$ cat config.mk
export PLATFORM = sky130hd
export DESIGN_NAME = instruction_fetch
export DESIGN_NICKNAME = d
export VERILOG_FILES = /design/src/verilog/core_pkg.sv /design/src/verilog/instruction_fetch.sv
export SDC_FILE = /design/constraint.sdc
export NUM_CORES = 1
export LEC_CHECK = 0
export BUFFER_PORTS_ARGS = -buffer_cell sky130_fd_sc_hd__buf_2
export CORE_MARGIN = 5
export CORE_UTILIZATION = 39
export CTS_BUF_LIST = sky130_fd_sc_hd__clkbuf_8
export DETAILED_ROUTE_END_ITERATION = 6
export PLACE_DENSITY_LB_ADDON = 0.15
export SYNTH_ARGS = -nofsm -noshare
export SYNTH_HDL_FRONTEND = slang
export SYNTH_SLANG_ARGS = --single-unit
$ cat constraint.sdc
create_clock -name clock -period 2.64 [get_ports clock]
set_input_delay 0.132 -clock clock [delete_from_list [all_inputs] [get_ports clock]]
set_output_delay 0.132 -clock clock [all_outputs]
set_load 0.01 [all_outputs]
$ cat src/verilog/core_pkg.sv
package core_pkg;

    localparam int xlen = 32;
    localparam int default_station_count = 4;

    typedef logic [xlen - 1 : 0] word_t;
    typedef logic [4 : 0] reg_index_t;
    typedef logic [2 : 0] tag_t; // Up to 8 stations

    typedef enum logic [3 : 0] {
        add,
        sub,
        or_op,
        and_op,
        xor_op,
        sll,
        srl,
        sra,
        sltu,
        slt
    } alu_op_e;

    typedef enum logic [6 : 0] {
        op_imm = 7'b0010011,
        op     = 7'b0110011,
        lui    = 7'b0110111,
        auipc  = 7'b0010111,
        branch = 7'b1100011,
        jal    = 7'b1101111,
        jalr   = 7'b1100111
    } opcode_e;

    typedef struct packed {
        logic  ready; // Value valid, else wait for tag
        tag_t  tag;
        word_t value;
    } operand_t;

    typedef struct packed {
        alu_op_e  op;
        operand_t src1;
        operand_t src2;
    } issue_t;

    typedef struct packed {
        logic  valid;
        tag_t  tag;
        word_t value;
    } result_bus_t;

    typedef struct packed {
        logic  valid;
        word_t pc;
        word_t instr;
    } fetched_t;

    typedef struct packed {
        logic  valid;
        word_t target;
    } redirect_t;

endpackage

$ cat src/verilog/instruction_fetch.sv
module instruction_fetch import core_pkg::*; (
    input  logic      clock,
    input  logic      reset,
    output logic      mem_enable,
    output word_t     mem_addr,
    input  word_t     mem_rdata,
    input  logic      mem_ready,
    output fetched_t  fetched,
    input  logic      fetch_taken,
    input  redirect_t redirect
);
    word_t pc; // Address of the next request
    logic  cancel;
    logic  fetched_valid;
    word_t fetched_pc;
    word_t fetched_instr;
    logic  start_request;
    word_t start_addr;

    assign start_addr = redirect.valid ? redirect.target : pc;
    assign start_request = !mem_enable && (!fetched_valid || fetch_taken || redirect.valid);
    assign fetched = '{valid: fetched_valid, pc: fetched_pc, instr: fetched_instr};

    always_ff @(posedge clock or posedge reset) begin
        if (reset) begin
            pc <= '0;
            mem_enable <= 1'b0;
            mem_addr <= '0;
            cancel <= 1'b0;
            fetched_valid <= 1'b0;
        end else begin
            if (mem_enable && mem_ready) begin
                mem_enable <= 1'b0;
                cancel <= 1'b0;
            end

            if (redirect.valid) begin
                pc <= redirect.target;
                fetched_valid <= 1'b0;
                if (mem_enable && !mem_ready) begin
                    cancel <= 1'b1; // Late data gets dropped
                end
            end else if (mem_enable && mem_ready && !cancel) begin
                fetched_valid <= 1'b1;
                pc <= mem_addr + 32'd4;
            end else if (fetch_taken) begin
                fetched_valid <= 1'b0;
            end

            if (start_request) begin
                mem_enable <= 1'b1;
                mem_addr <= start_addr;
            end
        end
    end

    always_ff @(posedge clock) begin
        if (mem_enable && mem_ready && !cancel && !redirect.valid) begin
            fetched_pc <= mem_addr;
            fetched_instr <= mem_rdata;
        end
    end

endmodule

==> run_results.csv <==
group,metric,value,unit
run_status,status,"finished, final reports clean",
synthesis,syn_area_per_cell,12.3,µm²
finish,area_growth,40.7,%
global_routing,met2_usage,0.289,
critical_path,worstPathRequired,2990,ps
drt,wl_per_cell,16.6,µm
finish,fill_cells,1174,
drt,wl,14.4,mm
synthesis,yosys_warnings,0,
placement,globalplace.congestion,0.778,
critical_path,regToRegStartpoint,"mem_addr[2]",
cts,clock_path_buffers,2,
sta,max_freq,0.487,GHz
placement,dp_slack,594,ps
sta,rsz0062_at_grt,"false",
cts,htree_levels,4,
critical_path,regToRegSetupSlack,580,ps
critical_path,cp_cell_sequence,"ha_1 -> nand4_1 -> nor4_4 -> nor3b_2 -> nor3_1 -> o31ai_1",
pwr,power,5.55,mW
synthesis,synth_area,0.00546,mm²
drt,first_pass_iters,4,
sta,finalSetupViolCount,0,
synthesis,synth_seq_cells,131,
drt,via_count,4318,
drt,drc,0,
pwr,ir_worst_vdd,0.333,mV
sta,clock_skew,11.1,ps
synthesis,synthDistinctLibCells,42,
floorplanning,io_pins,167,
global_routing,grt-ovfl-total,0,
critical_path,cp-end-kind,"flip-flop",
synthesis,synthTopCellsByArea,"edfxtp_1 (35%), dfrtp_1 (31%), nor2_1 (3.5%)",
cts,clkTransAtPathRegs,80,ps
pwr,power_density,722,mW/mm²
global_routing,grt_max_degree,56,
global_routing,grt_pass1_wl,22.9,mm
finish,final_util,0.556,
run,maxCapViolations,0,
critical_path,arrival,2400,ps
critical_path,cp-startpoint,"mem_addr[2]",
critical_path,slowest_delay,490,ps
critical_path,rr_worst_depth,6,
placement,dp_cells,772,
critical_path,r2r_end,"pc[20]",
floorplanning,core.rowCount,43,
synthesis,netlist.area_leader.share,0.352,
critical_path,criticalPathCategory,"reg -> reg",
synthesis,yosys.area.top_type,"edfxtp_1",
global_routing,track_usage,0.180,
cts,cts-buffers-inserted,17,
pwr,p_leak,3.20,nW
cts,cts_tree,"done",
floorplanning,die_w,128,µm
sta,finalWorstSetupSlack,585,ps
placement,io_buffer_count,166,
floorplanning,chipHeight,128,µm
placement,dp_hpwl,9.61,mm
floorplanning,die_area,0.0165,mm²
finish,final_nets,748,
critical_path,cp-endpoint,"pc[20]",
cts,clockRootBuffer,"clkbuf_8",
cts,clkSinkCount,131,
hold_path,hold_path_class,"in -> reg",
drt,vias_per_cell,4.96,
sta,drv_slew,0,
finish,diodes,0,
synthesis,synth_fp_nets,513,
drt,first_iter_violations,201,
global_routing,top_usage_layer,"met2",
sta,relSlewSlack,0.540,
global_routing,grt_pass1_vias,4320,
global_routing,met3_usage,0.0479,
critical_path,worstPathMaxFanout,8,
finish,fin_cells,871,
synthesis,ys_seq_area_frac,0.659,
sta,setup_tns,0,ps
sta,timing.final.crit_share,0.779,
critical_path,crit_slowest_cell,"dfrtp_1",
finish,drive_above_1_share,0.318,
drt,drtAntennaViolNets,0,
floorplanning,start_util,0.395,
sta,hold_viol_final,0,
global_routing,use_met1,0.237,
sta,period_minus_slack,2060,ps
global_routing,antenna_found_initial,0,
floorplanning,core-area,0.0138,mm²
critical_path,startpoint_type,"flip-flop",
cts,clock_latency,440,ps
synthesis,synthCells,443,
sta,worstMarginPinSlew,689,ps
==> worst min-delay path by stage <==
stage	cells past startpoint	to	start
after floorplan	1	flip-flop	mem_ready
after global placement	2	pc[1]	reset
after detailed placement	2	pc[1]	reset
after CTS	3	pc[7]	redirect[32]
after global routing	3	pc[2]	redirect[32]
final	3	pc[7]	redirect[32]
==> worst max-delay path: cells and delay by family (launching register included) <==
kind,cells,cell delay [ps]
and+or+nand+nor,4,860
adders and majority gates,1,360
DFF,1,490
AOI/OAI and AO/OA,1,250
==> synth_stat cells (all sizes together) <==
library cell / n
nand2: 26
mux2i: 17
a211o: 1
or2: 1
nor2: 52
buf: 8
or3: 1
ha: 1
xor2: 18
a31oi: 18
dfrtp: 67
o31a: 1
and2: 1
a31o: 1
nand4: 13
nand3: 15
o31ai: 6
nor4: 3
a22oi: 12
edfxtp: 64
a21oi: 26
inv: 3
clkbuf: 19
a21boi: 1
a21o: 2
nand2b: 19
o221ai: 4
nor3: 4
and4: 3
nor3b: 3
and3: 6
xnor2: 6
o21ai: 21
==> per-layer routing <==
| metal | wire length, µm | share of wire | up-vias |
|---|---|---|---|
| met4 | 174 | 0.012 | 0 |
| met3 | 1120 | 0.078 | 14 |
| met5 | 0 | 0 | - |
| met2 | 6730 | 0.47 | 168 |
| li1 | - | - | 2085 |
| met1 | 6400 | 0.44 | 2051 |
==> cells by family (layout without fill, tap and decap cells) <==
kind of cell,Yosys count,count (layout),synth area share
simple gates,147,147,0.141
flops,131,131,0.659
mux,17,17,0.0312
compound gates,93,93,0.104
buf+inv,30,278,0.0238
xor+xnor,24,24,0.0385
fa+ha+maj,1,1,0.00229
==> power breakdown <==
group | switching [mW] | internal (mW) | leakage, nW
clock network | 0.788 | 1.24 | 0.239
logic | 0.476 | 0.414 | 1.60
registers | 0.251 | 2.38 | 1.36
total | 1.51 | 4.04 | 3.20
==> final cells by class <==
class                      instances  area, µm²  share of cell area
multi-input combinational        282       1740               0.226
clock inverter                    14        233              0.0303
clock buffer                      18        248              0.0322
sequential                       131       3600               0.468
timing repair buffer             243       1630               0.212
tap                              180        225              0.0293
inverter                           3       15.0             0.00195
==> repair_timing <==
item,in CTS,in global routing
endpoints found under the hold margin,123,0
gates resized for setup,0,0
setup buffers,0,0
hold buffers,67,0
==> layout by cell type (no fill, tap or decap), types with 2 or more instances in the layout <==
| cell | instances |
|---|---|
| a21o_1 | 2 |
| a21oi_1 | 26 |
| a22oi_1 | 12 |
| a31oi_1 | 18 |
| and3_1 | 6 |
| and4_1 | 3 |
| buf_12 | 4 |
| buf_2 | 166 |
| buf_4 | 6 |
| bufinv_16 | 6 |
| clkbuf_8 | 18 |
| clkinv_2 | 4 |
| clkinvlp_4 | 3 |
| dfrtp_1 | 67 |
| dlygate4sd3_1 | 67 |
| edfxtp_1 | 64 |
| mux2i_1 | 17 |
| nand2_1 | 26 |
| nand2b_1 | 19 |
| nand3_1 | 13 |
| nand4_1 | 13 |
| nor2_1 | 50 |
| nor3_1 | 3 |
| nor3b_1 | 2 |
| nor4_4 | 2 |
| o21ai_0 | 19 |
| o21ai_1 | 2 |
| o221ai_1 | 4 |
| o31ai_1 | 6 |
| xnor2_1 | 6 |
| xor2_1 | 18 |
==> state kept, by name, summed over array words and instances (netlist names), named ones only <==
signal         cells
fetched_instr     32
fetched_pc        32
fetched_valid      1
mem_addr          32
mem_enable         1
pc                32
==> stage by stage <==
| stage | hold slack [ps] | area [µm²] |
|---|---|---|
| 3_5_place_dp | 280 | 6530 |
| 5_1_grt | 211 | 7680 |
| 2_1_floorplan | 222 | 5460 |
| 6_report | 217 | 7680 |
| 4_1_cts | 178 | 7680 |
| 3_3_place_gp | 269 | 6530 |
Power figures use the tool's default switching activity.
