[config.mk]
export PLATFORM = sky130hd
export DESIGN_NAME = dispatch_unit
export DESIGN_NICKNAME = d
export VERILOG_FILES = /design/src/verilog/core_pkg.sv /design/src/verilog/dispatch_unit.sv
export SDC_FILE = /design/constraint.sdc
export NUM_CORES = 1
export LEC_CHECK = 0
export BUFFER_PORTS_ARGS = -buffer_cell sky130_fd_sc_hd__buf_2
export CAP_MARGIN = 40
export CORE_ASPECT_RATIO = 0.6
export CORE_UTILIZATION = 50
export DETAILED_ROUTE_END_ITERATION = 16
export PLACE_DENSITY = 0.77
export RECOVER_POWER = 25
export REMOVE_ABC_BUFFERS = 1
export SLEW_MARGIN = 20
export SYNTH_ARGS = -nofsm -noshare
export SYNTH_HDL_FRONTEND = slang
export SYNTH_SLANG_ARGS = --single-unit
[constraint.sdc]
create_clock -name vclk -period 8.1
set_clock_uncertainty 0.1 [all_clocks]
set_input_delay 0.405 -clock vclk [all_inputs]
set_output_delay 0.405 -clock vclk [all_outputs]
set_load 0.02 [all_outputs]
[src/verilog/core_pkg.sv]
package core_pkg;

    localparam int xlen = 32;
    localparam int default_station_count = 4;

    typedef logic [xlen - 1 : 0] word_t;
    typedef logic [4 : 0] reg_index_t;
    typedef logic [2 : 0] tag_t; // Up to 8 stations

    typedef enum logic [3 : 0] {
        add,
        sub,
        or_op,
        and_op,
        xor_op,
        sll,
        srl,
        sra,
        sltu,
        slt
    } alu_op_e;

    typedef enum logic [6 : 0] {
        op_imm = 7'b0010011,
        op     = 7'b0110011,
        lui    = 7'b0110111,
        auipc  = 7'b0010111,
        branch = 7'b1100011,
        jal    = 7'b1101111,
        jalr   = 7'b1100111
    } opcode_e;

    typedef struct packed {
        logic  ready; // Value valid, else wait for tag
        tag_t  tag;
        word_t value;
    } operand_t;

    typedef struct packed {
        alu_op_e  op;
        operand_t src1;
        operand_t src2;
    } issue_t;

    typedef struct packed {
        logic  valid;
        tag_t  tag;
        word_t value;
    } result_bus_t;

    typedef struct packed {
        logic  valid;
        word_t pc;
        word_t instr;
    } fetched_t;

    typedef struct packed {
        logic  valid;
        word_t target;
    } redirect_t;

endpackage

[src/verilog/dispatch_unit.sv]
module dispatch_unit import core_pkg::*; #(
    parameter int station_count = default_station_count
) (
    input  fetched_t                   fetched,
    output logic                       fetch_taken,
    output redirect_t                  redirect,
    output reg_index_t                 src1_index,
    output reg_index_t                 src2_index,
    input  operand_t                   src1,
    input  operand_t                   src2,
    input  logic                       dest_busy,
    output logic                       alloc_valid,
    output reg_index_t                 alloc_index,
    output tag_t                       alloc_tag,
    output logic                       reg_write_valid,
    output reg_index_t                 reg_write_index,
    output word_t                      reg_write_value,
    input  logic [station_count - 1 : 0] station_busy,
    output logic [station_count - 1 : 0] issue_valid,
    output issue_t                     issue
);
    opcode_e                    opcode;
    logic [2 : 0]               funct3;
    reg_index_t                 rd;
    word_t                      imm_i;
    word_t                      imm_b;
    word_t                      imm_u;
    word_t                      imm_j;
    word_t                      link_value;
    alu_op_e                    alu_op;
    logic                       branch_taken;
    logic                       free_found;
    tag_t                       free_tag;
    logic [station_count - 1 : 0] free_select;

    assign opcode = opcode_e'(fetched.instr[6 : 0]);
    assign funct3 = fetched.instr[14 : 12];
    assign rd = fetched.instr[11 : 7];
    assign src1_index = fetched.instr[19 : 15];
    assign src2_index = fetched.instr[24 : 20];

    assign imm_i = {{21{fetched.instr[31]}}, fetched.instr[30 : 20]};
    assign imm_b = {{20{fetched.instr[31]}}, fetched.instr[7], fetched.instr[30 : 25],
                    fetched.instr[11 : 8], 1'b0};
    assign imm_u = {fetched.instr[31 : 12], 12'b0};
    assign imm_j = {{12{fetched.instr[31]}}, fetched.instr[19 : 12], fetched.instr[20],
                    fetched.instr[30 : 21], 1'b0};
    assign link_value = fetched.pc + 32'd4;

    assign alloc_index = rd; // Also the lookup for dest_busy
    assign alloc_tag = free_tag;
    assign reg_write_index = rd;

    always_comb begin
        case (funct3)
            3'b000: alu_op = (opcode == op && fetched.instr[30]) ? sub : add;
            3'b001: alu_op = sll;
            3'b010: alu_op = slt;
            3'b011: alu_op = sltu;
            3'b100: alu_op = xor_op;
            3'b101: alu_op = fetched.instr[30] ? sra : srl;
            3'b110: alu_op = or_op;
            default: alu_op = and_op;
        endcase
    end

    assign issue.op = alu_op;
    assign issue.src1 = src1;
    assign issue.src2 = (opcode == op) ? src2 : '{ready: 1'b1, tag: '0, value: imm_i};

    always_comb begin
        case (funct3)
            3'b000: branch_taken = src1.value == src2.value;
            3'b001: branch_taken = src1.value != src2.value;
            3'b100: branch_taken = $signed(src1.value) < $signed(src2.value);
            3'b101: branch_taken = $signed(src1.value) >= $signed(src2.value);
            3'b110: branch_taken = src1.value < src2.value;
            3'b111: branch_taken = src1.value >= src2.value;
            default: branch_taken = 1'b0;
        endcase
    end

    // Lowest free station wins
    always_comb begin
        free_found = 1'b0;
        free_tag = '0;
        free_select = '0;
        for (int i = station_count - 1; i >= 0; i--) begin
            if (!station_busy[i]) begin
                free_found = 1'b1;
                free_tag = tag_t'(i);
                free_select = '0;
                free_select[i] = 1'b1;
            end
        end
    end

    always_comb begin
        fetch_taken = 1'b0;
        redirect.valid = 1'b0;
        redirect.target = fetched.pc + imm_b;
        alloc_valid = 1'b0;
        issue_valid = '0;
        reg_write_valid = 1'b0;
        reg_write_value = link_value;
        if (fetched.valid) begin
            case (opcode)
                op_imm, op: begin
                    if (free_found) begin
                        fetch_taken = 1'b1;
                        alloc_valid = 1'b1;
                        issue_valid = free_select;
                    end
                end
                lui, auipc: begin
                    fetch_taken = 1'b1;
                    reg_write_valid = 1'b1;
                    reg_write_value = (opcode == lui) ? imm_u : fetched.pc + imm_u;
                end
                branch: begin
                    if (src1.ready && src2.ready) begin
                        fetch_taken = 1'b1;
                        redirect.valid = branch_taken;
                    end
                end
                jal: begin
                    if (!dest_busy) begin
                        fetch_taken = 1'b1;
                        redirect.valid = 1'b1;
                        redirect.target = fetched.pc + imm_j;
                        reg_write_valid = 1'b1;
                    end
                end
                jalr: begin
                    if (!dest_busy && src1.ready) begin
                        fetch_taken = 1'b1;
                        redirect.valid = 1'b1;
                        redirect.target = (src1.value + imm_i) & ~32'd1;
                        reg_write_valid = 1'b1;
                    end
                end
                default: fetch_taken = 1'b1; // Unknown opcode is a no-op
            endcase
        end
    end

endmodule

==> results by group <==
Floorplan
  • Area of the core: 0.0163 sq mm
  • Die height: slightly above 100 microns
  • Chip width: 169 microns
  • Top-level port count: 313
  • Std cell rows: 36
  • Initial core utilization: 51.2%
  • Die ar.: 0.0172 sq mm

Outcome
  • Status: finished, final reports clean

Min path
  • Hold path start: src1[32]
  • Hold Crit Class: input pin to primary output

Routing
  • Vias/cell: 6.20
  • Avg WL per Cell: 19.0 microns
  • DRC: 0
  • Initial DRT Pass Iterations: 5
  • Detailed Route Iter0 Violations: 1178
  • Post-DRT Antenna Nets: 0
  • DRT Wirelength: 31400 microns
  • Routed vias: 10300

Clock tree
  • Post-CTS Setup Inserts: 0
  • Hold_buf cts: 0
  • Post-CTS resize count: 0

Placement
  • Setup WS pre-CTS: 4.07 ns
  • Buffers on Ports: 306
  • Dpl hpwl: 25900 microns
  • Placer Congestion: 1.03
  • Placed Cells: 1657
  • Placed cell areas: between 0.009 and 0.01 sq mm

Final layout
  • Non-Filler Instances: 1657
  • Core Util, Final: 58.5%
  • Clock buffer count: 0
  • Fillers: 1618
  • Final net count: 1694
  • Register area: 0 sq um
  • Most common cell after layout, fill and taps aside: buf_2
  • Commonest cells after routing, fill and taps aside: 267 x buf_2, 120 x a21oi_1, 117 x ha_1
  • Final std cell area, no fill: 0.00952 sq mm
  • Share of cells above drive strength 1: between 20% and 30%
  • Layout overhead on the synthesized area: 14.2%
  • FF+latch count: 0
  • Ant. Diodes: 0

Power
  • Overall Power: 0.777 mW
  • Sequential power share: 0%
  • Clock Power Share: 0%
  • Internal power: between 0.2 and 0.3 mW
  • Static Leak: 4.76 nW
  • Peak supply drop: 34.6 uV
  • Net switching fraction of the power: 62.2%
  • Combinational group share of total power: 100.0%
  • Pwr Density: approximately 82 mW/mm^2
  • NetSw: 0.484 mW

Timing
  • RSZ-0062 raised after global routing: no
  • Worst slew margin: 42.5%
  • Slew @ Worst Pin: roughly 0.86 ns
  • Period Utilization, post-route: 50.6%
  • Final TNS setup: 0 ns
  • Max Slew Vio Count: 0
  • Setup Viol. Count Final: 0
  • Setup ws final: between 4 and 5 ns
  • Hold Fails Final Rpt: 0
  • Final hold slack: 0.710 ns
  • Crit path time final: 4.10 ns
  • Peak Freq: ~240 MHz

GRT
  • Vias in the first global route: around 8600
  • Initial antenna violation count: 2
  • GRT Util Overall: about a third
  • Global route overflow: 0
  • First-pass GRT wire length: 47200 microns
  • Largest net degree at the start of global routing: 45

Flow run
  • Number of max-cap violations: 0

Critical path
  • WP data arrival: roughly 3.6 ns
  • Worst path slowest cell: fa_1
  • WP data required: about 7.6 ns
  • Crit Path Class: input pin to primary output
  • Crit Path Max Fanout: 7
  • Critical Path Source: fetched[21]
  • CP Cell Sequence: buf_2 > ha_1 > fa_1 > a21oi_1 > o21ai_0 > a21oi_1 > o22ai_1 > nor2_1 > o21ai_0 > a21o_1 > a211o_1 > a22o_1 > buf_2
  • Worst path max stage delay: 0.41 ns
  • Capturing element type of the critical path: primary output
  • Worst Setup Start Kind: input pin

Synthesis
  • Synth warn: 0
  • Yosys cell types: 84
  • Largest area contributor in the netlist: ha_1
  • Mean Syn Cell Area: slightly below 7 sq um
  • Synth top area cells: ha_1 18%, a21oi_1 7.2%, a21o_1 6.5%
  • Synth Instances: 1229
  • Post-Syn Area: 0.00833 sq mm
  • Register area share after synthesis: 0%
  • Yosys top cell area share: 17.6%
cell families (layout without fill, tap and decap cells):
group | after synthesis | count (layout) | share of synthesized area, %
xor gates and xnor gates | 96 | 96 | 10.1
and+or+nand+nor | 367 | 367 | 22.3
adders and majority gates | 121 | 121 | 18.5
buffers and inverters | 183 | 383 | 10.9
muxes | 15 | 15 | 1.98
other | 1 | 1 | 0.0450
AOI/OAI and AO/OA | 446 | 446 | 36.2
per-layer routing:
metal / track usage (%) / share of wire [%] / vias up
li1: - / - / 4913
met1: 51.9 / 47 / 4720
met2: 52.9 / 41 / 603
met3: 4.61 / 12 / 37
met4: 2.80 / 0.94 / 2
met5: 0 / 0.025 / -
worst max-delay path: cells and delay by family:
family | cells | cell delay, ns
adder cells (fa/ha/maj) | 2 | 0.68
AO/OA/AOI/OAI | 8 | 1.82
buffers and inverters | 2 | 0.36
AND/OR/NAND/NOR | 1 | 0.31
power by group through the flow:
stage | Sequential (mW) | Combinational (mW) | Clock (mW)
after floorplan | 0 | 0.490 | 0
final | 0 | 0.777 | 0
after global placement | 0 | 0.750 | 0
after detailed placement | 0 | 0.758 | 0
after global routing | 0 | 0.839 | 0
after CTS | 0 | 0.762 | 0
final timing paths:
kind | endpoint | slack, ns | cells past startpoint
setup / recovery | redirect[21] | 4.00 | 13
hold / removal | issue[68] | 0.71 | 0
cell usage after synthesis (16+ instances only):
cell / count
o21ai_0: 75
xnor2_1: 57
buf_4: 57
nand2_1: 104
nor3_1: 20
nand3_1: 34
nand4_1: 26
nor2_1: 72
xor2_1: 39
inv_1: 68
a21o_1: 72
ha_1: 117
nor2b_1: 16
a21oi_1: 120
clkbuf_1: 48
and3_1: 22
layout make-up:
| class | count | area (sq um) | share of cell area [%] |
|---|---|---|---|
| multi-input combinational | 1046 | 7430 | 78.1 |
| tap | 228 | 285 | 3.00 |
| inverter | 70 | 263 | 2.76 |
| timing repair buffer | 313 | 1540 | 16.1 |
No activity file was read; power rests on OpenSTA's default activity.
