File: src/verilog/core_pkg.sv
package core_pkg;

    localparam int xlen = 32;
    localparam int default_station_count = 4;

    typedef logic [xlen - 1 : 0] word_t;
    typedef logic [4 : 0] reg_index_t;
    typedef logic [2 : 0] tag_t; // Up to 8 stations

    typedef enum logic [3 : 0] {
        add,
        sub,
        or_op,
        and_op,
        xor_op,
        sll,
        srl,
        sra,
        sltu,
        slt
    } alu_op_e;

    typedef enum logic [6 : 0] {
        op_imm = 7'b0010011,
        op     = 7'b0110011,
        lui    = 7'b0110111,
        auipc  = 7'b0010111,
        branch = 7'b1100011,
        jal    = 7'b1101111,
        jalr   = 7'b1100111
    } opcode_e;

    typedef struct packed {
        logic  ready; // Value valid, else wait for tag
        tag_t  tag;
        word_t value;
    } operand_t;

    typedef struct packed {
        alu_op_e  op;
        operand_t src1;
        operand_t src2;
    } issue_t;

    typedef struct packed {
        logic  valid;
        tag_t  tag;
        word_t value;
    } result_bus_t;

    typedef struct packed {
        logic  valid;
        word_t pc;
        word_t instr;
    } fetched_t;

    typedef struct packed {
        logic  valid;
        word_t target;
    } redirect_t;

endpackage

File: src/verilog/result_bus_arbiter.sv
module result_bus_arbiter import core_pkg::*; #(
    parameter int station_count = default_station_count
) (
    input  logic                       clock,
    input  logic                       reset,
    input  logic [station_count - 1 : 0] result_request,
    input  word_t                      result_values [station_count],
    output result_bus_t                result_bus
);
    logic  grant_found;
    tag_t  grant_tag;
    word_t grant_value;
    logic  bus_valid;
    tag_t  bus_tag;
    word_t bus_value;

    assign result_bus = '{valid: bus_valid, tag: bus_tag, value: bus_value};

    always_comb begin
        grant_found = 1'b0;
        grant_tag = '0;
        grant_value = '0;
        for (int i = station_count - 1; i >= 0; i--) begin
            // Skip the station already on the bus
            if (result_request[i] && !(bus_valid && bus_tag == tag_t'(i))) begin
                grant_found = 1'b1;
                grant_tag = tag_t'(i);
                grant_value = result_values[i];
            end
        end
    end

    always_ff @(posedge clock or posedge reset) begin
        if (reset) begin
            bus_valid <= 1'b0;
        end else begin
            bus_valid <= grant_found;
        end
    end

    always_ff @(posedge clock) begin
        bus_tag <= grant_tag;
        bus_value <= grant_value;
    end

endmodule
File: config.mk
export PLATFORM = sky130hd
export DESIGN_NAME = result_bus_arbiter
export DESIGN_NICKNAME = d
export VERILOG_FILES = /design/src/verilog/core_pkg.sv /design/src/verilog/result_bus_arbiter.sv
export SDC_FILE = /design/constraint.sdc
export NUM_CORES = 1
export LEC_CHECK = 0
export BUFFER_PORTS_ARGS = -buffer_cell sky130_fd_sc_hd__buf_2
export CORE_ASPECT_RATIO = 0.75
export CORE_MARGIN = 4
export CORE_UTILIZATION = 40
export DETAILED_ROUTE_END_ITERATION = 8
export GPL_TIMING_DRIVEN = 1
export HOLD_SLACK_MARGIN = 0.08
export PLACE_DENSITY = 0.8
export SLEW_MARGIN = 20
export SYNTH_ARGS = -nofsm -noshare
export SYNTH_HDL_FRONTEND = slang
export SYNTH_SLANG_ARGS = --single-unit
File: constraint.sdc
create_clock -name clock -period 1.66 [get_ports clock]
set_clock_uncertainty 0.15 [all_clocks]
set_input_delay 0.166 -clock clock [delete_from_list [all_inputs] [get_ports clock]]
set_output_delay 0.166 -clock clock [all_outputs]
set_load 0.05 [all_outputs]
==> metrics.md, run 1 <==
| Metric | Value |
|---|---|
| Synthesized instance count | between 400 and 500 |
| Critical Path End | result_bus[35] |
| Tot GR Track Use | between 20% and 30% |
| Type of origin of the critical path | flip-flop |
| YS warnings | 0 |
| CP Data Required Time | around 1.3 ns |
| Grt total ovfl | 0 |
| Mux cell area share after synthesis | 0% |
| First-pass GRT wire length | about 19 mm |
| Slowest cell on crit path | dfrtp_1 |
| Hold Path Depth | 5 |
| RSZ-0062 raised after global routing | no |
| PwrDens | roughly 1200 nW/µm² |
| Distinct cells, synth | 23 |
| Cell Area, Synth | roughly 2800 µm² |
| PortBufs | around 170 |
| IO Pins | 170 |
| Register area share after synthesis | between 20% and 30% |
| H-tree depth | 2 |
| DR pass1 iterations | 5 |
| Antenna violations before repair | 0 |
| Worst-Skew Late Latency | between 0.2 and 0.3 ns |
| Final period demand of the worst path | around 1.6 ns |
| Post-route DRC | 0 |
| Simple-gate share of the synthesized area | approximately 23% |
| Die ar. | 8300 µm² |
| Crit path DAT | 1.29 ns |
| Total wire length | about 12 mm |
| CTS Buf Count | 5 |
| # diodes | 0 |
| Tcrit/Tclk final | a little over nine tenths |
| Placer's final routability congestion estimate | slightly above 0.8 |
| Max Fclk | between 600 and 700 MHz |
| Site Rows | 25 |
| Final setup fails | 0 |
| Worst setup path startpoint | bus_valid |
| Syn Area/Cell | between 6 and 7 µm² |
| Maximum vdd drop | 874 µV |
| Share of layout cells above drive strength 1 | 32.3% |
| CTS Sinks | 35 |
| WL per Instance | 16.3 µm |
| Clock Tree Root | clkbuf_8 |
| Crit end category | output pin |
| Dpl ws | about 0.085 ns |
| Worst r2r src | bus_valid |
| Final Worst Setup Slack | 0.0553 ns |
| Synth Area in Compound Gates | between 40% and 50% |
| Area delta synth->final | 61.7% |
| Worst Hold Class | input pin to flip-flop |
| Post-route antenna net violation count | 0 |
| Final net count | between 700 and 800 |
| Number of synthesized register bits | 35 |
| Number of global-route vias before repair | between 3k and 4k |
| Reg2Reg Depth | 5 |
| Cells along the critical path | buf_4 > buf_2 |
| Min Hold Slack | around 0.097 ns |
| Die height | around 80 µm |
| Worst path max stage delay | 0.42 ns |
| Largest net degree at the start of global routing | 31 |
| RR Endpoint | bus_value[13] |
| Max Cap Violations | 0 |
| Worst-path clk slew | 0.08 ns |
| Routed vias | approximately 4.0k |
| Largest family of logic cells by synthesized area | compound AO/OA/AOI/OAI gates |
| Placeable core area | between 6000 and 7000 µm² |
| Status | completed |
| WS Path Type | flip-flop to output pin |
| TritonCTS clock tree | built |
| Final HPWL DP | 7.66 mm |
| Reg-to-reg slack, setup | 0.07 ns |
| Final Hold Viols | 0 |
| Crit path max fanout | 18 |
| Die X | 104 µm |
| Max clock buf depth | 2 |
| Slew Limit Fails | 0 |
| Initial Utilization | a little over two fifths |
| Fraction of the mapped netlist area in adder cells | 0% |
| Vias per cell | about 5.6 |
| Initial DRC count | between 300 and 400 |
| LEAKAGE | just over 2 nW |
| Xor/xnor cell area share of the yosys netlist | 0% |
| Net Count, Synth | 559 |
## cells in the final DEF, fill, tap and decap left out, types with 2 or more instances in the layout
cell type	synthesis	final
buf_2	10	168
a21oi_1	97	97
nand2_1	68	68
dlygate4sd3_1	0	66
o21ai_0	33	33
a311oi_1	32	32
nor2b_1	34	32
nor2_1	32	32
o21ai_1	32	32
dfxtp_1	34	32
buf_4	5	20
clkbuf_8	0	7
inv_1	4	4
buf_12	0	4
nor2b_2	0	2
## final cells by class
type | instances | area, µm²
Multi-Input combinational cell | 337 | 1790
Inverter | 4 | 15.0
Tap cell | 81 | 101
Timing Repair Buffer | 259 | 1740
Clock buffer | 8 | 100
Sequential cell | 35 | 711
Fill cell | 543 | 2050
## routing by layer
metal | track usage, % | vias to the layer above | share of wire [%]
met5 | 0 | - | 0
met4 | 9.96 | 0 | 1.9
met3 | 9.30 | 31 | 12
met2 | 48.8 | 266 | 48
met1 | 32.1 | 1816 | 39
li1 | - | 1931 | -
## state kept, by name, indices dropped and copies added (netlist names)
register,cells
bus_valid,1
bus_value,32
bus_tag,2
## critical path: cells and delay by family (launching register included)
| kind | cells | cell delay, ns |
|---|---|---|
| flip-flops | 1 | 0.42 |
| buffers and inverters | 2 | 0.57 |
## how the worst min path moves through the flow
| stage | slack (ns) | to | from |
|---|---|---|---|
| floorplan | -0.26 | bus_valid | reset |
| CTS | 0.08 | bus_value[23] | result_values[87] |
| global placement | -0.13 | bus_valid | reset |
| detailed placement | -0.13 | bus_valid | reset |
| finish | 0.1 | bus_value[23] | result_values[87] |
| global route | 0.11 | bus_valid | reset |
## kinds of logic after synthesis
group           count (synthesis)
flops                          35
simple gates                  139
buf+inv                        53
compound gates                197
other cells                     1
## synth_stat cells
| master | n | area, µm² |
|---|---|---|
| inv_1 | 4 | 15.0 |
| dfrtp_1 | 1 | 25.0 |
| a211oi_4 | 1 | 20.0 |
| buf_6 | 7 | 78.8 |
| o21ai_1 | 32 | 160 |
| nand2_1 | 68 | 255 |
| nand2b_1 | 1 | 6.26 |
| dfxtp_1 | 34 | 681 |
| and3_4 | 1 | 11.3 |
| a21boi_4 | 1 | 18.8 |
| nor4bb_1 | 1 | 10.0 |
| o22ai_1 | 1 | 6.26 |
| o21ai_0 | 33 | 165 |
| nand3b_1 | 1 | 7.51 |
| nor2b_1 | 34 | 213 |
| a21oi_1 | 97 | 485 |
| clkbuf_1 | 27 | 101 |
| nor3b_1 | 1 | 7.51 |
| conb_1 | 1 | 3.75 |
| nor2_1 | 32 | 120 |
| buf_4 | 5 | 37.5 |
| buf_2 | 10 | 50.1 |
| a311oi_1 | 32 | 280 |
## where the power goes
part,switching (mW),internal [mW]
Sequential,0.122,1.16
Combinational,2.33,1.09
Clock,0.332,0.380
Total,2.78,2.63
## repair_timing
| item | in CTS | in global routing |
|---|---|---|
| hold buffers | 66 | 0 |
| endpoints found under the setup margin | 0 | 24 |
| setup buffers | 0 | 0 |
| gates resized for setup | 0 | 2 |
| endpoints found under the hold margin | 34 | 0 |
## per-stage QoR
stage	setup TNS [ns]	power (mW)	util, %	cells	instance area (µm²)
after global routing	0	5.73	68.6	724	4460
after global placement	0	4.49	56.8	650	3690
after floorplan	-0.570	3.65	-	425	2760
after detailed placement	0	4.54	56.8	650	3690
after CTS	0	5.39	68.5	724	4450
final	0	5.42	68.6	724	4460
No activity file was read; power rests on OpenSTA's default activity.
==> inputs of run 2 (changes only) <==
--- a/config.mk
+++ b/config.mk
@@ -9,6 +9,7 @@
 export CORE_ASPECT_RATIO = 0.75
 export CORE_MARGIN = 4
 export CORE_UTILIZATION = 40
+export CTS_BUF_LIST = sky130_fd_sc_hd__clkbuf_8 sky130_fd_sc_hd__clkbuf_16
 export DETAILED_ROUTE_END_ITERATION = 8
 export GPL_TIMING_DRIVEN = 1
 export HOLD_SLACK_MARGIN = 0.08
==> run 2 against run 1 <==
Effect of this change:
- utilization stayed put
- non-clock buffer count is the same
- cell area unchanged
- first-iteration DRC count is the same
- clock-buffer cell count is 1 lower
- final cell count did not move
- hold slack lost 0.0021 ns
- register-to-register slack hardly changed
- sequential share of layout area unchanged
- critical endpoint unchanged
==> metrics.md, run 2 (synthesis results as in run 1) <==
| Metric | Value |
|---|---|
| Status | completed |
| Regs by FF count | bus_value: 32 flops, bus_tag: 2 flops, bus_valid: 1 flops |
| RR Endpoint | bus_value[13] |
| Vias per cell | 5.58 (about the same) |
| Site Rows | 25 (unchanged) |
| Met3 Use GR | 9.30% (unchanged) |
| Max Cap Violations | 0 (unchanged) |
| Worst-path clk slew | 0.08 ns (about the same) |
| Tcrit/Tclk final | 96.5% (-0.18 points) |
| Maximum vdd drop | 876 µV (+0.20%) |
| Clock power share | 13.0% (about the same) |
| Gate power share | 63.3% (about the same) |
| Final setup fails | 0 (unchanged) |
| Int Pwr | 2.63 mW (-0.23%) |
| CTS Buf Count | 5 (unchanged) |
| H-tree depth | 2 (unchanged) |
| Worst setup path startpoint | bus_valid |
| Area delta synth->final | 61.7% (unchanged) |
| Worst Hold Class | input pin to flip-flop |
| Routed vias | 4041 (-0.074%) |
| Reg power frac | 23.7% (about the same) |
| PwrDens | 1220 nW/µm² (about the same) |
| Most frequent cells in the layout | buf_2 (168), a21oi_1 (97), nand2_1 (68) |
| Clock Tree Root | clkbuf_8 |
| Reg2Reg Depth | 5 (unchanged) |
| Die ar. | 8300 µm² (unchanged) |
| Setup Buffers After CTS | 0 (unchanged) |
| DR pass1 iterations | 6 (+1) |
| Number of global-route vias before repair | 3881 (unchanged) |
| Placer's final routability congestion estimate | 0.814 (unchanged) |
| Initial DRC count | 336 (unchanged) |
| Tot GR Track Use | 27.9% (unchanged) |
| Switching share of power | 51.5% (+0.15 points) |
| CTS Sinks | 35 (unchanged) |
| Crit end category | output pin |
| Max clock buf depth | 2 (unchanged) |
| Initial Utilization | 42.4% (unchanged) |
| Final period demand of the worst path | 1.60 ns (-0.00300 ns) |
| First-pass GRT wire length | 18.9 mm (unchanged) |
| IO Pins | 170 (unchanged) |
| CP Data Required Time | 1.34 ns (about the same) |
| Reg-to-reg slack, setup | 0.07 ns (about the same) |
| PortBufs | 168 (unchanged) |
| Most used routing layer | met2 |
| Antenna violations before repair | 0 (unchanged) |
| Final HPWL DP | 7.66 mm (unchanged) |
| Crit path max fanout | 18 (unchanged) |
| Final Util | 68.6% (unchanged) |
| Worst-Skew Late Latency | 0.29 ns (about the same) |
| Setup_tns | 0 ns (unchanged) |
| RSZ-0062 raised after global routing | no |
| Share of layout cells above drive strength 1 | 32.3% (unchanged) |
| Post-route antenna net violation count | 0 (unchanged) |
| Placeable core area | 6510 µm² (unchanged) |
| Slew Limit Fails | 0 (unchanged) |
| Worst r2r src | bus_valid |
| Final net count | 776 (unchanged) |
| Met2 usage | 48.8% (unchanged) |
| Largest net degree at the start of global routing | 31 (unchanged) |
| TritonCTS clock tree | built |
| Psw | 2.79 mW (+0.37%) |
| Total wire length | 11.8 mm (+0.32%) |
| Final Hold Viols | 0 (unchanged) |
| Max FFs per register | 32 (unchanged) |
| Commonest non-fill, non-tap cell in the layout | buf_2 |
| Type of origin of the critical path | flip-flop |
| # diodes | 0 (unchanged) |
| WS Path Type | flip-flop to output pin |
| Critical Path End | result_bus[35] |
| Crit path DAT | 1.29 ns (about the same) |
| WL per Instance | 16.4 µm (+0.32%) |
| LEAKAGE | 2.02 nW (+0.21%) |
| Die X | 104 µm (unchanged) |
| Die height | 79.9 µm (unchanged) |
| Post-route DRC | 0 (unchanged) |
| Max Fclk | 624 MHz (+0.19%) |
| Met1 Use GR | 32.1% (unchanged) |
| Biggest register | bus_value |
| Grt total ovfl | 0 (unchanged) |
[run 2: changes by cell type in the layout (fill, tap and decap cells not counted)]
cell	previous run	this run
clkbuf_1	1	0
inv_1	4	5
[run 2: worst min-delay path by stage]
stage	start	to	depth (start not counted)
finish	result_values[87]	bus_value[23]	5
global route	reset	bus_valid	3
CTS	result_values[87]	bus_value[23]	5
detailed placement	reset	bus_valid	2
global placement	reset	bus_valid	2
floorplan	reset	bus_valid	1
[run 2: final cells by class]
type / instances / area [µm²]
inverters: 4 / 15.0
clock buffers: 7 / 96.3
flip-flops and latches: 35 / 711
multi-input cells: 337 / 1790
well taps: 81 / 101
repair buffers: 259 / 1740
clock inverters: 1 / 3.75
fillers: 543 / 2050
[run 2: worst max-delay path, stage by stage, from the launching register on]
cell and delay, ns:
dfrtp_1 0.42, buf_4 0.26, buf_2 0.30
[run 2: power by group through the flow]
stage / clock [mW] / combinational, mW / sequential [mW]
floorplan: 0 / 1.29 / 2.35
global placement: 0 / 3.20 / 1.29
detailed placement: 0 / 3.26 / 1.28
CTS: 0.732 / 3.38 / 1.27
global route: 0.754 / 3.66 / 1.32
finish: 0.707 / 3.43 / 1.28
[run 2: per-layer routing]
metal,share of wire [%],vias up
li1,-,1928
met1,39,1809
met2,48,281
met3,11,23
met4,1.6,0
met5,0,-
[run 2: per-stage QoR]
stage	hold slack [ns]	cell area [µm²]	power, mW	std cells	setup slack, ns
after global routing	0.113	4460	5.73	724	0.00203
after floorplan	-0.255	2760	3.65	425	-0.0287
final	0.0950	4460	5.42	724	0.0583
after detailed placement	-0.128	3690	4.54	650	0.0852
after CTS	0.0848	4450	5.38	724	0.0545
after global placement	-0.132	3690	4.49	650	0.127
[run 2: repair_timing]
item,4_1_cts,5_1_grt
setup endpoints to repair,0,24
hold buffers,66,0
endpoints found under the hold margin,34,0
gates resized for setup,0,2
